--- src/common/hpdmc_config.svh ---
// Device geometry, pad widths, timing register reset values and burst constants
`ifndef HPDMC_CONFIG_SVH
`define HPDMC_CONFIG_SVH

// -------------------------------------------------------------------------
// Geometry of the single 16-bit SDR device
// -------------------------------------------------------------------------

// Byte address width of the array
`define SDRAM_DEPTH 23
// Column address bits
`define SDRAM_COLDEPTH 8
// Word address less column bits and the two bank bits
`define SDRAM_ROWDEPTH (`SDRAM_DEPTH - 1 - `SDRAM_COLDEPTH - 2)

// Data and mask pad widths
`define DQ_WIDTH 16
`define DQM_WIDTH 2

// -------------------------------------------------------------------------
// Timing register reset values, in sys_clk cycles
// -------------------------------------------------------------------------

`define TIM_RP_RST 3'd2
`define TIM_RCD_RST 3'd2
// CAS latency select, 0 means CL2
`define TIM_CAS_RST 1'b0
`define TIM_RFC_RST 4'd8
`define TIM_WR_RST 2'd2
`define TIM_REFI_RST 11'd740

// Bank busy time after a read burst
`define READ_BURST_HOLD 4'd8
// Cycles the controller drives DQ for one write burst
`define WRITE_DRIVE_CYCLES 4'd9

`endif

--- src/common/hpdmc_pkg.sv ---
// Shared types: SDRAM command word and opcodes, timing fields, word address, FSM states
`default_nettype none

`include "hpdmc_config.svh"

package hpdmc_pkg;

	// Command word as registered onto the SDRAM pins
	typedef struct packed {
		logic cs_n;
		logic ras_n;
		logic cas_n;
		logic we_n;
		logic [`SDRAM_ROWDEPTH-1:0] adr;
		logic [1:0] ba;
	} sdram_cmd_t;

	// Opcodes as {cs_n, ras_n, cas_n, we_n}
	typedef enum logic [3:0] {
		CMD_NOP = 4'b1111,
		CMD_ACT = 4'b0011,
		CMD_READ = 4'b0101,
		CMD_WRITE = 4'b0100,
		CMD_PRE = 4'b0010,
		CMD_REF = 4'b0001
	} sdram_op_e;

	// Programmable timing, all in sys_clk cycles except cas
	typedef struct packed {
		logic [2:0] rp;
		logic [2:0] rcd;
		logic cas;
		logic [3:0] rfc;
		logic [1:0] wr;
		logic [10:0] refi;
	} tim_t;

	// Word address split, row on top and column at the bottom
	typedef struct packed {
		logic [`SDRAM_ROWDEPTH-1:0] row;
		logic [1:0] bank;
		logic [`SDRAM_COLDEPTH-1:0] col;
	} word_addr_s;

	// Same word seen flat or split into row, bank and column
	typedef union packed {
		logic [`SDRAM_DEPTH-2:0] flat;
		word_addr_s split;
	} word_addr_u;

	// Management FSM states
	typedef enum logic [2:0] {
		IDLE,
		ACTIVATE,
		READ,
		WRITE,
		PRECHARGEALL,
		AUTOREFRESH,
		AUTOREFRESH_WAIT
	} mgmt_state_e;

endpackage

`default_nettype wire

--- src/logic/hpdmc_ctlif.sv ---
// Control and status registers: SDRAM reset, CKE and the timing fields
`default_nettype none

`include "hpdmc_config.svh"

module hpdmc_ctlif (
	input logic sys_clk,
	input logic sys_rst,
	input logic [1:0] csr_a,
	input logic csr_we,
	input logic [15:0] csr_di,
	output logic [15:0] csr_do,
	output logic sdram_rst,
	output logic sdram_cke,
	output hpdmc_pkg::tim_t tim
);

	// Register map
	// 0: bit 1 sdram_rst, bit 2 cke
	// 1: reserved, reads zero
	// 2: rp, rcd, cas, rfc, wr from bit 0 up
	// 3: refi
	always_ff @(posedge sys_clk) begin
		if (sys_rst) begin
			csr_do <= '0;
			// Hold the SDRAM side in reset with the clock disabled
			sdram_rst <= 1'b1;
			sdram_cke <= 1'b0;
			tim.rp <= `TIM_RP_RST;
			tim.rcd <= `TIM_RCD_RST;
			tim.cas <= `TIM_CAS_RST;
			tim.rfc <= `TIM_RFC_RST;
			tim.wr <= `TIM_WR_RST;
			tim.refi <= `TIM_REFI_RST;
		end else begin
			if (csr_we) begin
				case (csr_a)
					2'd0: begin
						sdram_rst <= csr_di[1];
						sdram_cke <= csr_di[2];
					end
					2'd2: begin
						tim.rp <= csr_di[2:0];
						tim.rcd <= csr_di[5:3];
						tim.cas <= csr_di[6];
						tim.rfc <= csr_di[10:7];
						tim.wr <= csr_di[12:11];
					end
					2'd3: begin
						tim.refi <= csr_di[10:0];
					end
					default: begin
					end
				endcase
			end

			// Registered readback, shows the value before a same-cycle write
			case (csr_a)
				2'd0: csr_do <= {13'd0, sdram_cke, sdram_rst, 1'b0};
				2'd2: csr_do <= {3'd0, tim.wr, tim.rfc, tim.cas, tim.rcd, tim.rp};
				2'd3: csr_do <= {5'd0, tim.refi};
				default: csr_do <= '0;
			endcase
		end
	end

	// Precharge and activate waits in the FSM count down from these
	a_tim_nonzero: assert property (@(posedge sys_clk) disable iff (sys_rst)
		csr_we && csr_a == 2'd2 |=> tim.rp != 3'd0 && tim.rcd != 3'd0);

endmodule

`default_nettype wire

--- config.mk ---
export PLATFORM = sky130hd
export DESIGN_NAME = hpdmc_ctlif
export DESIGN_NICKNAME = d
export VERILOG_FILES = /design/src/common/hpdmc_pkg.sv /design/src/logic/hpdmc_ctlif.sv
export VERILOG_INCLUDE_DIRS = /design/src /design/src/common
export SDC_FILE = /design/constraint.sdc
export NUM_CORES = 1
export LEC_CHECK = 0
export BUFFER_PORTS_ARGS = -buffer_cell sky130_fd_sc_hd__buf_4
export CAP_MARGIN = 20
export CORE_UTILIZATION = 30
export DETAILED_ROUTE_END_ITERATION = 8
export PLACE_DENSITY = 0.64
export SLEW_MARGIN = 5
export SYNTH_ARGS = -nofsm -noshare
export SYNTH_HDL_FRONTEND = slang
export SYNTH_SLANG_ARGS = --single-unit
--- constraint.sdc ---
create_clock -name sys_clk -period 1.2 [get_ports sys_clk]
set_input_delay 0.18 -clock sys_clk [delete_from_list [all_inputs] [get_ports sys_clk]]
set_output_delay 0.18 -clock sys_clk [all_outputs]
set_load 0.02 [all_outputs]
==> results.md <==
- Number of placed instances, taps included: 279
- CP arrival: 0.83 ns
- Switching Fraction: 25.4%
- Initial antenna violation count: 0
- Total congestion overflow after global routing: 0
- Count of hold buffers inserted by post-cts repair: 0
- Final estimated routing congestion in global placement: between 0.6 and 0.7
- Ports: 63
- Final sum of negative setup slack: 0 ns
- Family with the most delay on the worst path: flip-flops
- Crit path setup slack, layout: 0.189 ns
- Portion of total power attributed to the clock network: 32.7%
- Warning count from the yosys run: 0
- Share of Yosys cell area claimed by the top area cell type: just under 50%
- Crit Path Max Fanout: 3
- HP Start: csr_a[1]
- Logic pwr share: 14.4%
- Final Max Tran Viols: 0
- Result of the run: complete, no violations
- Cell count after synthesis: about 160
- Proportion of layout cells with a drive suffix above 1: 32.3%
- Peak supply drop: approximately 0.41 mV
- Routed wirelength normalized by instance count: 11.5 um
- Post-synthesis sequential area ratio: about half
- Layout Utilization: 42.7%
- Worst-skew pair later-pin latency: 0.29 ns
- Post-route insts no fill: 287
- Mapped Avg Cell Area: 10.2 um2
- Post-CTS clock slew at the launch and capture registers of the worst setup and hold paths: approximately 0.080 ns
- Fill cell instance count of the final layout: 522
- Synthesis-stage register bit count: 39
- Routed vias/inst: 4.22
- Number of setup violations in the final report: 0
- Port Buffer Count: 56
- Setup WS pre-CTS: 0.166 ns
- Total die area: 5620 um2
- Worst setup path startpoint: tim[13]
- Chip Height: 75.0 um
- Clock buffer depth: 2
- Post-CTS resize count: 0
- Pre-Repair DR Iteration Count: 3
- H-tree levels: 2
- Sequential fraction of design power: 52.9%
- Total via count in the routed design: 1,212
- F_max: 989 MHz
- DRC viols: 0
- Hold Crit Class: primary input to flop
- Inserted Clock Buffers: 5
- Total setup buffers inserted after CTS: 0
- Starting utilization of the core area: 31.3%
- Global-route usage over all layers: about 13%
- Overall die width: 75.0 um
- Sw power: 658 uW
- Count of maximum capacitance violations: 0
- Number of buffer and inverter instances along the worst setup path: 1
- Clk Tree Root Cell: sky130_fd_sc_hd__clkbuf_8
- Post-Synthesis Cell Area: 1600 um2
- Startpoint kind of the worst setup timing path: flop
- Post-synthesis cell type count: 16
- Maximum number of pins on one net before global-route repair: 31
- Worst Skew: 0.0113 ns
- CP Class: flop to output port
- Wire length of the first global-routing pass: 5080 um
- Site Rows: 26
- Cell taking the most area after synthesis: sky130_fd_sc_hd__dfxtp_1
- Top area cells in the synthesized netlist: sky130_fd_sc_hd__dfxtp_1, sky130_fd_sc_hd__mux2i_1, sky130_fd_sc_hd__nand2b_1
- Final period demand of the worst path: 1.01 ns
- Final hold viol count: 0
- Post-route clock period utilization: 84.3%
- Vias in the first global route: 1,091
- # clock sinks: 39
- Sequence of cells on the critical path: buf_4
- HPWL after detailed placement: 2490 um
- Worst path required time: 1.02 ns
- DR iter-0 viols: 48
- Clock tree from TritonCTS: done
- Reg2Reg Setup Slack: 0.24 ns
- Post-detailed-route count of antenna-violating nets: 0
- Slowest cell on crit path: sky130_fd_sc_hd__dfxtp_1
- Number of nets in the layout: around 240
- Areal power density over the cells: roughly 1200 nW/um2
- P&R area growth vs syn: 36.4%
- CP peak stage delay: 0.38 ns
- Capturing element type of the critical path: output port
- Leakage power: 0.975 nW
- Internal power consumption: 1.93 mW
- Floorplan Core Area: 5110 um2
- Count of antenna diodes in the layout: 0
- Unrepaired setup endpoints after global routing: false
- Crit Reg-Reg Startpoint: sdram_rst
- Total routed wirelength: between 3000 and 4000 um
[layer usage]
metal,wire [um],share of wire [%],up-vias,track usage [%]
li1,-,-,624,-
met1,1450,44,546,14.3
met2,1600,48,35,21.0
met3,191,5.8,7,3.75
met4,72,2.2,0,7.55
met5,0,0,-,0
[cell families after synthesis]
| kind of cell | Yosys count | share of synthesized area (%) |
|---|---|---|
| compound gates | 2 | 0.861 |
| mux | 37 | 23.2 |
| simple gates | 64 | 21.4 |
| flops | 39 | 48.9 |
| other cells | 1 | 0.235 |
| buf+inv | 13 | 5.48 |
[worst paths after layout]
check	end	cells past startpoint
min	csr_do[2]	2
max reg2reg	csr_do[1]	2
min reg2reg	tim[15]	2
max	tim[13]	1
[Yosys cell counts (all sizes together)]
| cell | number |
|---|---|
| and3 | 1 |
| and3b | 1 |
| buf | 11 |
| clkbuf | 2 |
| conb | 1 |
| dfxtp | 39 |
| mux2i | 37 |
| nand2b | 29 |
| nand3b | 1 |
| nor2 | 28 |
| nor3b | 3 |
| o21ai | 1 |
| o32ai | 1 |
| or4b | 1 |
[metrics by stage]
step                      hold slack, ns  power [mW]  cell area, um2
after global placement             0.441        1.78            2100
final                              0.146        2.59            2180
after detailed placement           0.462        1.78            2100
after CTS                          0.149        2.63            2180
after global routing               0.145        2.73            2180
after floorplan                    0.298        1.62            1610
[power by group through the flow]
stage | sequential, mW | clock, mW | combinational, mW
2_1_floorplan | 1.46 | 0 | 0.169
3_3_place_gp | 1.40 | 0 | 0.376
3_5_place_dp | 1.40 | 0 | 0.380
4_1_cts | 1.37 | 0.880 | 0.381
5_1_grt | 1.38 | 0.944 | 0.406
6_report | 1.37 | 0.849 | 0.373
[flip-flops by register name, summed over array words and instances, names as in the netlist]
register   cells
tim           24
csr_do        13
sdram_cke      1
sdram_rst      1
[worst reg2reg max path, stage by stage, from the launching register on]
cell and delay [ns]:
sky130_fd_sc_hd__dfxtp_1 0.36, sky130_fd_sc_hd__or4b_1 0.43, sky130_fd_sc_hd__o21ai_1 0.10
[layout by cell type, fill, tap and decap left out, types with 2 or more instances in the layout]
| master | count |
|---|---|
| sky130_fd_sc_hd__nor2_1 | 28 |
| sky130_fd_sc_hd__clkbuf_1 | 2 |
| sky130_fd_sc_hd__buf_4 | 63 |
| sky130_fd_sc_hd__dfxtp_1 | 39 |
| sky130_fd_sc_hd__nand2b_1 | 29 |
| sky130_fd_sc_hd__nor3b_1 | 3 |
| sky130_fd_sc_hd__clkbuf_8 | 5 |
| sky130_fd_sc_hd__conb_1 | 3 |
| sky130_fd_sc_hd__mux2i_1 | 37 |
[layout make-up]
| type | count | area [um2] | area share (%) |
|---|---|---|---|
| tap | 70 | 87.6 | 4.02 |
| timing repair buffer | 64 | 493 | 22.6 |
| clock buffer | 7 | 76.3 | 3.50 |
| multi-input combinational | 106 | 737 | 33.8 |
| clock inverter | 1 | 5.00 | 0.230 |
| sequential | 39 | 781 | 35.8 |
Note: power is estimated with default switching activity, not from simulation.
