--- src/common/hpdmc_config.svh ---
// Device geometry, pad widths, timing register reset values and burst constants
`ifndef HPDMC_CONFIG_SVH
`define HPDMC_CONFIG_SVH

// -------------------------------------------------------------------------
// Geometry of the single 16-bit SDR device
// -------------------------------------------------------------------------

// Byte address width of the array
`define SDRAM_DEPTH 23
// Column address bits
`define SDRAM_COLDEPTH 8
// Word address less column bits and the two bank bits
`define SDRAM_ROWDEPTH (`SDRAM_DEPTH - 1 - `SDRAM_COLDEPTH - 2)

// Data and mask pad widths
`define DQ_WIDTH 16
`define DQM_WIDTH 2

// -------------------------------------------------------------------------
// Timing register reset values, in sys_clk cycles
// -------------------------------------------------------------------------

`define TIM_RP_RST 3'd2
`define TIM_RCD_RST 3'd2
// CAS latency select, 0 means CL2
`define TIM_CAS_RST 1'b0
`define TIM_RFC_RST 4'd8
`define TIM_WR_RST 2'd2
`define TIM_REFI_RST 11'd740

// Bank busy time after a read burst
`define READ_BURST_HOLD 4'd8
// Cycles the controller drives DQ for one write burst
`define WRITE_DRIVE_CYCLES 4'd9

`endif

--- src/common/hpdmc_pkg.sv ---
// Shared types: SDRAM command word and opcodes, timing fields, word address, FSM states
`default_nettype none

`include "hpdmc_config.svh"

package hpdmc_pkg;

	// Command word as registered onto the SDRAM pins
	typedef struct packed {
		logic cs_n;
		logic ras_n;
		logic cas_n;
		logic we_n;
		logic [`SDRAM_ROWDEPTH-1:0] adr;
		logic [1:0] ba;
	} sdram_cmd_t;

	// Opcodes as {cs_n, ras_n, cas_n, we_n}
	typedef enum logic [3:0] {
		CMD_NOP = 4'b1111,
		CMD_ACT = 4'b0011,
		CMD_READ = 4'b0101,
		CMD_WRITE = 4'b0100,
		CMD_PRE = 4'b0010,
		CMD_REF = 4'b0001
	} sdram_op_e;

	// Programmable timing, all in sys_clk cycles except cas
	typedef struct packed {
		logic [2:0] rp;
		logic [2:0] rcd;
		logic cas;
		logic [3:0] rfc;
		logic [1:0] wr;
		logic [10:0] refi;
	} tim_t;

	// Word address split, row on top and column at the bottom
	typedef struct packed {
		logic [`SDRAM_ROWDEPTH-1:0] row;
		logic [1:0] bank;
		logic [`SDRAM_COLDEPTH-1:0] col;
	} word_addr_s;

	// Same word seen flat or split into row, bank and column
	typedef union packed {
		logic [`SDRAM_DEPTH-2:0] flat;
		word_addr_s split;
	} word_addr_u;

	// Management FSM states
	typedef enum logic [2:0] {
		IDLE,
		ACTIVATE,
		READ,
		WRITE,
		PRECHARGEALL,
		AUTOREFRESH,
		AUTOREFRESH_WAIT
	} mgmt_state_e;

endpackage

`default_nettype wire

--- src/mgmt/hpdmc_mgmt.sv ---
// Bus front end, open-row tracking, timing counters and the SDRAM command FSM
`default_nettype none

`include "hpdmc_config.svh"

module hpdmc_mgmt (
	input logic sys_clk,
	input logic sdram_rst,
	input hpdmc_pkg::tim_t tim,
	input logic [`SDRAM_DEPTH-2:0] fml_adr,
	input logic fml_stb,
	input logic fml_we,
	input logic data_ack,
	input logic read_safe,
	input logic write_safe,
	input logic [3:0] precharge_safe,
	output logic read,
	output logic write,
	output logic [3:0] concerned_bank,
	output hpdmc_pkg::sdram_cmd_t sdram_cmd
);
	import hpdmc_pkg::*;

	logic stb_en;
	logic stb;
	word_addr_u addr;

	logic [3:0] has_openrow;
	logic [`SDRAM_ROWDEPTH-1:0] openrows [4];
	logic [3:0] track_open;
	logic [3:0] track_close;
	logic bank_open;
	logic page_hit;
	logic col_safe;

	logic [2:0] rp_cnt;
	logic [2:0] rcd_cnt;
	logic [3:0] rfc_cnt;
	logic [10:0] refi_cnt;
	logic load_rp;
	logic load_rcd;
	logic load_rfc;
	logic load_refi;
	logic rp_done;
	logic rcd_done;
	logic rfc_done;
	logic must_refresh;

	mgmt_state_e state;
	mgmt_state_e next_state;
	sdram_op_e op;
	logic [`SDRAM_ROWDEPTH-1:0] adr_next;
	logic do_act;
	logic do_col;

	// -------------------------------------------------------------------------
	// Bus front end
	// -------------------------------------------------------------------------

	// Mask the strobe from column command until its data ack
	always_ff @(posedge sys_clk) begin
		if (sdram_rst) begin
			stb_en <= 1'b1;
		end else if (data_ack) begin
			stb_en <= 1'b1;
		end else if (read || write) begin
			stb_en <= 1'b0;
		end
	end

	assign stb = fml_stb & stb_en;
	// Byte address to word address with the byte select bit 0 dropped
	assign addr.flat = {1'b0, fml_adr[`SDRAM_DEPTH-2:1]};

	// -------------------------------------------------------------------------
	// Open-row tracking
	// -------------------------------------------------------------------------

	assign concerned_bank = 4'b0001 << addr.split.bank;
	assign bank_open = has_openrow[addr.split.bank];
	assign page_hit = bank_open && openrows[addr.split.bank] == addr.split.row;
	assign col_safe = fml_we ? write_safe : read_safe;

	always_ff @(posedge sys_clk) begin
		if (sdram_rst)
			has_openrow <= '0;
		else
			has_openrow <= (has_openrow | track_open) & ~track_close;
	end

	always_ff @(posedge sys_clk) begin
		for (int i = 0; i < 4; i++) begin
			if (track_open[i])
				openrows[i] <= addr.split.row;
		end
	end

	// -------------------------------------------------------------------------
	// Timing counters that reload on their command and stop at zero
	// -------------------------------------------------------------------------

	assign rp_done = rp_cnt == 3'd0;
	assign rcd_done = rcd_cnt == 3'd0;
	assign rfc_done = rfc_cnt == 4'd0;
	// Counter starts at zero so refresh is due first
	assign must_refresh = refi_cnt == 11'd0;

	always_ff @(posedge sys_clk) begin
		if (sdram_rst) begin
			rp_cnt <= '0;
			rcd_cnt <= '0;
			rfc_cnt <= '0;
			refi_cnt <= '0;
		end else begin
			if (load_rp)
				rp_cnt <= tim.rp;
			else if (!rp_done)
				rp_cnt <= rp_cnt - 3'd1;
			if (load_rcd)
				rcd_cnt <= tim.rcd;
			else if (!rcd_done)
				rcd_cnt <= rcd_cnt - 3'd1;
			if (load_rfc)
				rfc_cnt <= tim.rfc;
			else if (!rfc_done)
				rfc_cnt <= rfc_cnt - 4'd1;
			if (load_refi)
				refi_cnt <= tim.refi;
			else if (!must_refresh)
				refi_cnt <= refi_cnt - 11'd1;
		end
	end

	// -------------------------------------------------------------------------
	// Command FSM
	// -------------------------------------------------------------------------

	always_comb begin
		next_state = state;
		op = CMD_NOP;
		adr_next = '0;
		load_rp = 1'b0;
		load_rcd = 1'b0;
		load_rfc = 1'b0;
		load_refi = 1'b0;
		track_open = '0;
		track_close = '0;
		do_act = 1'b0;
		do_col = 1'b0;
		read = 1'b0;
		write = 1'b0;

		case (state)
			IDLE: begin
				if (must_refresh) begin
					next_state = PRECHARGEALL;
				end else if (stb) begin
					if (page_hit) begin
						do_col = col_safe;
					end else if (bank_open) begin
						// Row miss closes the bank once its burst is over
						if (precharge_safe[addr.split.bank]) begin
							op = CMD_PRE;
							track_close = concerned_bank;
							load_rp = 1'b1;
							next_state = ACTIVATE;
						end
					end else begin
						do_act = 1'b1;
					end
				end
			end
			ACTIVATE: begin
				do_act = rp_done;
			end
			READ, WRITE: begin
				do_col = rcd_done && col_safe;
			end
			PRECHARGEALL: begin
				// A10 high closes all banks once every burst is over
				if (&precharge_safe) begin
					op = CMD_PRE;
					adr_next[10] = 1'b1;
					track_close = 4'b1111;
					load_rp = 1'b1;
					next_state = AUTOREFRESH;
				end
			end
			AUTOREFRESH: begin
				if (rp_done) begin
					op = CMD_REF;
					load_refi = 1'b1;
					load_rfc = 1'b1;
					next_state = AUTOREFRESH_WAIT;
				end
			end
			AUTOREFRESH_WAIT: begin
				if (rfc_done)
					next_state = IDLE;
			end
			default: begin
				next_state = IDLE;
			end
		endcase

		// Open the row and pick the column state from the held bus direction
		if (do_act) begin
			op = CMD_ACT;
			adr_next = addr.split.row;
			track_open = concerned_bank;
			load_rcd = 1'b1;
			next_state = fml_we ? WRITE : READ;
		end

		// Column command with A10 low and no auto precharge
		if (do_col) begin
			if (fml_we)
				op = CMD_WRITE;
			else
				op = CMD_READ;
			adr_next[`SDRAM_COLDEPTH-1:0] = addr.split.col;
			read = !fml_we;
			write = fml_we;
			next_state = IDLE;
		end
	end

	// Output register puts the decision on the pins one cycle later
	always_ff @(posedge sys_clk) begin
		if (sdram_rst) begin
			state <= IDLE;
			sdram_cmd <= {CMD_NOP, {`SDRAM_ROWDEPTH{1'b0}}, 2'b00};
		end else begin
			state <= next_state;
			sdram_cmd <= {op, adr_next, addr.split.bank};
		end
	end

	// The front end holds off a second column command in the next cycle
	a_one_col: assert property (@(posedge sys_clk) disable iff (sdram_rst)
		(read || write) |-> !(read && write) ##1 !(read || write));

	// Column commands only reach an open bank
	a_col_open: assert property (@(posedge sys_clk) disable iff (sdram_rst)
		(read || write) |-> has_openrow[addr.split.bank]);

endmodule

`default_nettype wire

--- config.mk ---
export PLATFORM = sky130hd
export DESIGN_NAME = hpdmc_mgmt
export DESIGN_NICKNAME = d
export VERILOG_FILES = /design/src/common/hpdmc_pkg.sv /design/src/mgmt/hpdmc_mgmt.sv
export VERILOG_INCLUDE_DIRS = /design/src /design/src/common
export SDC_FILE = /design/constraint.sdc
export NUM_CORES = 1
export LEC_CHECK = 0
export BUFFER_PORTS_ARGS = -buffer_cell sky130_fd_sc_hd__buf_2
export CAP_MARGIN = 20
export CORE_MARGIN = 1.5
export CORE_UTILIZATION = 30
export CTS_CLUSTER_SIZE = 25
export DETAILED_ROUTE_END_ITERATION = 8
export SYNTH_ARGS = -nofsm -noshare
export SYNTH_HDL_FRONTEND = slang
export SYNTH_SLANG_ARGS = --single-unit
--- constraint.sdc ---
create_clock -name sys_clk -period 3.99 [get_ports sys_clk]
set_clock_uncertainty 0.2 [all_clocks]
set_input_delay 0.798 -clock sys_clk [delete_from_list [all_inputs] [get_ports sys_clk]]
set_output_delay 0.798 -clock sys_clk [all_outputs]
set_load 0.1 [all_outputs]
==> qor.txt <==
Main synth FF type: dfxtp_1
Wirelength per Cell: 14.70 µm
LEAKAGE: 0.001944 µW
fin crit period: 3.915 ns
number of synthesized flops with an enable pin: 44
CTS tree: done
hold depth: 2
Distinct cells, synth: 49
GRT Resource Usage Total: 13.40%
worst hold margin: 0.2679 ns
CP Data Required Time: 2.99 ns
Die Ht: 119.7 µm
wire length on met1: 3753 µm
WP data arrival: 2.92 ns
initial antenna violation count: 0
Peak VDD IR: 0.0003957 V
fin nets: 503
Relative slew margins: 56.41%
crit start category: primary input
Syn Inst Count: 355
Least-Margin Pin Slew: 0.6514 ns
fillers: 1319
worst r2r dst: openrows[2][3]$_DFFE_PP_
Antenna Nets Post-Route: 0
Num CTS Buffers: 9
Critical-path top delay cell: or4_4
GRT overflow: 0
async set-reset flop share out of synthesis: 0%
Critical Path Sink Type: output pin
met3 wire length: 584 µm
Via density: 4.713
Final setup viols: 0
post-DP HPWL: 6541 µm
drt drc: 0
worst hold start: stb_en$_SDFFE_PP1P_
Die X-Extent: 119.7 µm
DR vias: 2922
Clock Sinks: 90
FP Rows: 42
CP Class: in -> out
vias in the first global route: 2928
Hold Path End: stb_en$_SDFFE_PP1P_
Worst-path clk slew: 0.06 ns
share of cells above drive strength 1: 29.95%
sequential area share after synthesis: 54.85%
1st-iter DRT viols: 193
n_diodes: 0
P&R area growth vs syn: 22.87%
pin count of the biggest net entering global routing: 23
CTS Buffer Depth: 2
# Max-Cap Violations: 0
R2R Path Start: refi_cnt[0]$_SDFFE_PP0P_
Synth Register Bits: 90
Power, Total: 3530 µW
num ports: 81
outcome: completed
H-tree levels: 3
first-pass GRT wire length: 14550 µm
most common cell after layout, fill and taps aside: buf_2
RSZ-0062 raised after global routing: no
WL met2: 4696 µm
pre-CTS WS: -0.03393 ns
f_max: 0.2554 GHz
power density cells: 702.8 nW/µm²
final WL: 9116 µm
DP Area: 4735 µm²
Avg Inst Size Synth: 11.51 µm²
syn_nets: 419
Ys Warns: 0
Largest stage delay, worst path: 0.55 ns
Post-CTS Hold Fix Bufs: 0
core box area: 13300 µm²
synthesized cell area: 4088 µm²
share of the clock period used by the worst path: 98.12%
clock root buffer master: clkbuf_16
gpl congestion: 0.8208
Top Metal Used: met4
Final Max Slew Viols: 0
final worst slack: 0.07495 ns
worst-skew pair later-pin latency: 0.35 ns
Buffers on Ports: 75
Worst Path Max Fanout: 7
most frequent cells in the layout: buf_2 (72), dfxtp_1 (46), edfxtp_1 (44)
Pre-antenna DRT Iters: 4
die area: 14340 µm²
worst reg2reg path depth: 8
crit-path cells: buf_2, mux2i_1, xnor2_1, or4_4, a2111oi_4, a32o_2, and3b_2, buf_12
Starting Density: 30.75%
Finished Cell Area: 5022 µm²
R2R setup slack: 1.18 ns
Hold Violations, Final: 0
Tightest Hold Check Type: reg -> reg
timing repair:
| action | in CTS | in global routing |
|---|---|---|
| resized for setup | 1 | 2 |
| pin swaps | 0 | 2 |
| setup buffers | 0 | 1 |
| setup endpoints to repair | 2 | 2 |
cell type report:
cell class / instances / area [µm²] / share of cell area (%)
Clock buffer: 11 / 232.7 / 4.634
Tap cell: 176 / 220.2 / 4.385
Inverter: 12 / 45.04 / 0.8969
Sequential cell: 90 / 2242 / 44.64
Multi-Input combinational cell: 235 / 1713 / 34.11
Timing Repair Buffer: 91 / 531.8 / 10.59
Clock inverter: 5 / 37.54 / 0.7474
state kept, by name, indices dropped and copies added, names as in the netlist:
register and cells:
rp_cnt 3, openrows 44, sdram_cmd 17, stb_en 1
rcd_cnt 3, refi_cnt 11, has_openrow 4, rfc_cnt 4
state 3
layer usage:
layer | track usage [%] | vias up
met4 | 4.241 | 0
met5 | 0 | -
met3 | 4.800 | 9
met2 | 23.46 | 81
met1 | 15.25 | 1376
li1 | - | 1456
power by group:
group	total, µW	internal [µW]	leakage (µW)	switching (µW)
logic	1440	537	0.00104	907
clock network	783	426	0.000127	357
registers	1300	1180	0.000779	121
total	3530	2140	0.00194	1390
per-stage QoR:
step	cells	TNS (ns)	utilization [%]
after floorplan	355	0	-
after global placement	603	0	35.61
after detailed placement	603	-0.05549	35.61
after CTS	619	0	37.66
after global routing	620	0	37.78
final	620	0	37.78
how the worst max path moves through the flow:
stage | start | end | slack, ns
after detailed placement | fml_adr[9] | read | -0.03
after global routing | fml_adr[10] | read | 0.009
after CTS | fml_adr[10] | read | 0.03
final | fml_adr[10] | read | 0.07
after global placement | fml_adr[9] | read | 0.03
after floorplan | fml_adr[10] | read | 0.06
worst max-delay path: cells and delay by family:
family	cells	cell delay, ns
xor gates and xnor gates	1	0.08
buffers and inverters	2	0.37
and+or+nand+nor	2	0.78
muxes	1	0.24
AOI/OAI and AO/OA	2	0.64
Yosys cell counts (2+ instances only):
library cell,number,area share (%)
a211oi_1,14,2.6
a21o_1,2,0.37
a21oi_1,12,1.5
a22o_2,8,2.0
and2_1,7,1.1
and3b_1,2,0.43
buf_2,3,0.37
buf_4,2,0.37
buf_6,2,0.55
clkbuf_1,11,1.0
dfxtp_1,46,23
edfxtp_1,44,32
ha_1,7,2.1
inv_1,12,1.1
mux2_2,3,0.83
mux2i_1,13,3.2
mux4_2,9,5.0
nand2_1,27,2.5
nand3_1,8,0.98
nand4_1,4,0.61
nor2_1,36,3.3
nor2b_1,10,1.5
nor3_1,8,0.98
nor3b_1,2,0.37
nor4_1,2,0.31
o211ai_1,2,0.37
o21ai_0,10,1.2
or3_1,4,0.61
or4_1,2,0.37
xnor2_1,19,4.1
xor2_1,6,1.3
cell families after synthesis:
logic type | synth area share (%)
and+or+nand+nor | 13.84
DFF | 54.85
AOI/OAI and AO/OA | 11.36
buffers and inverters | 3.397
xor gates and xnor gates | 5.357
muxes | 8.968
adders and majority gates | 2.143
other | 0.09174
No activity file was read; power rests on OpenSTA's default activity.
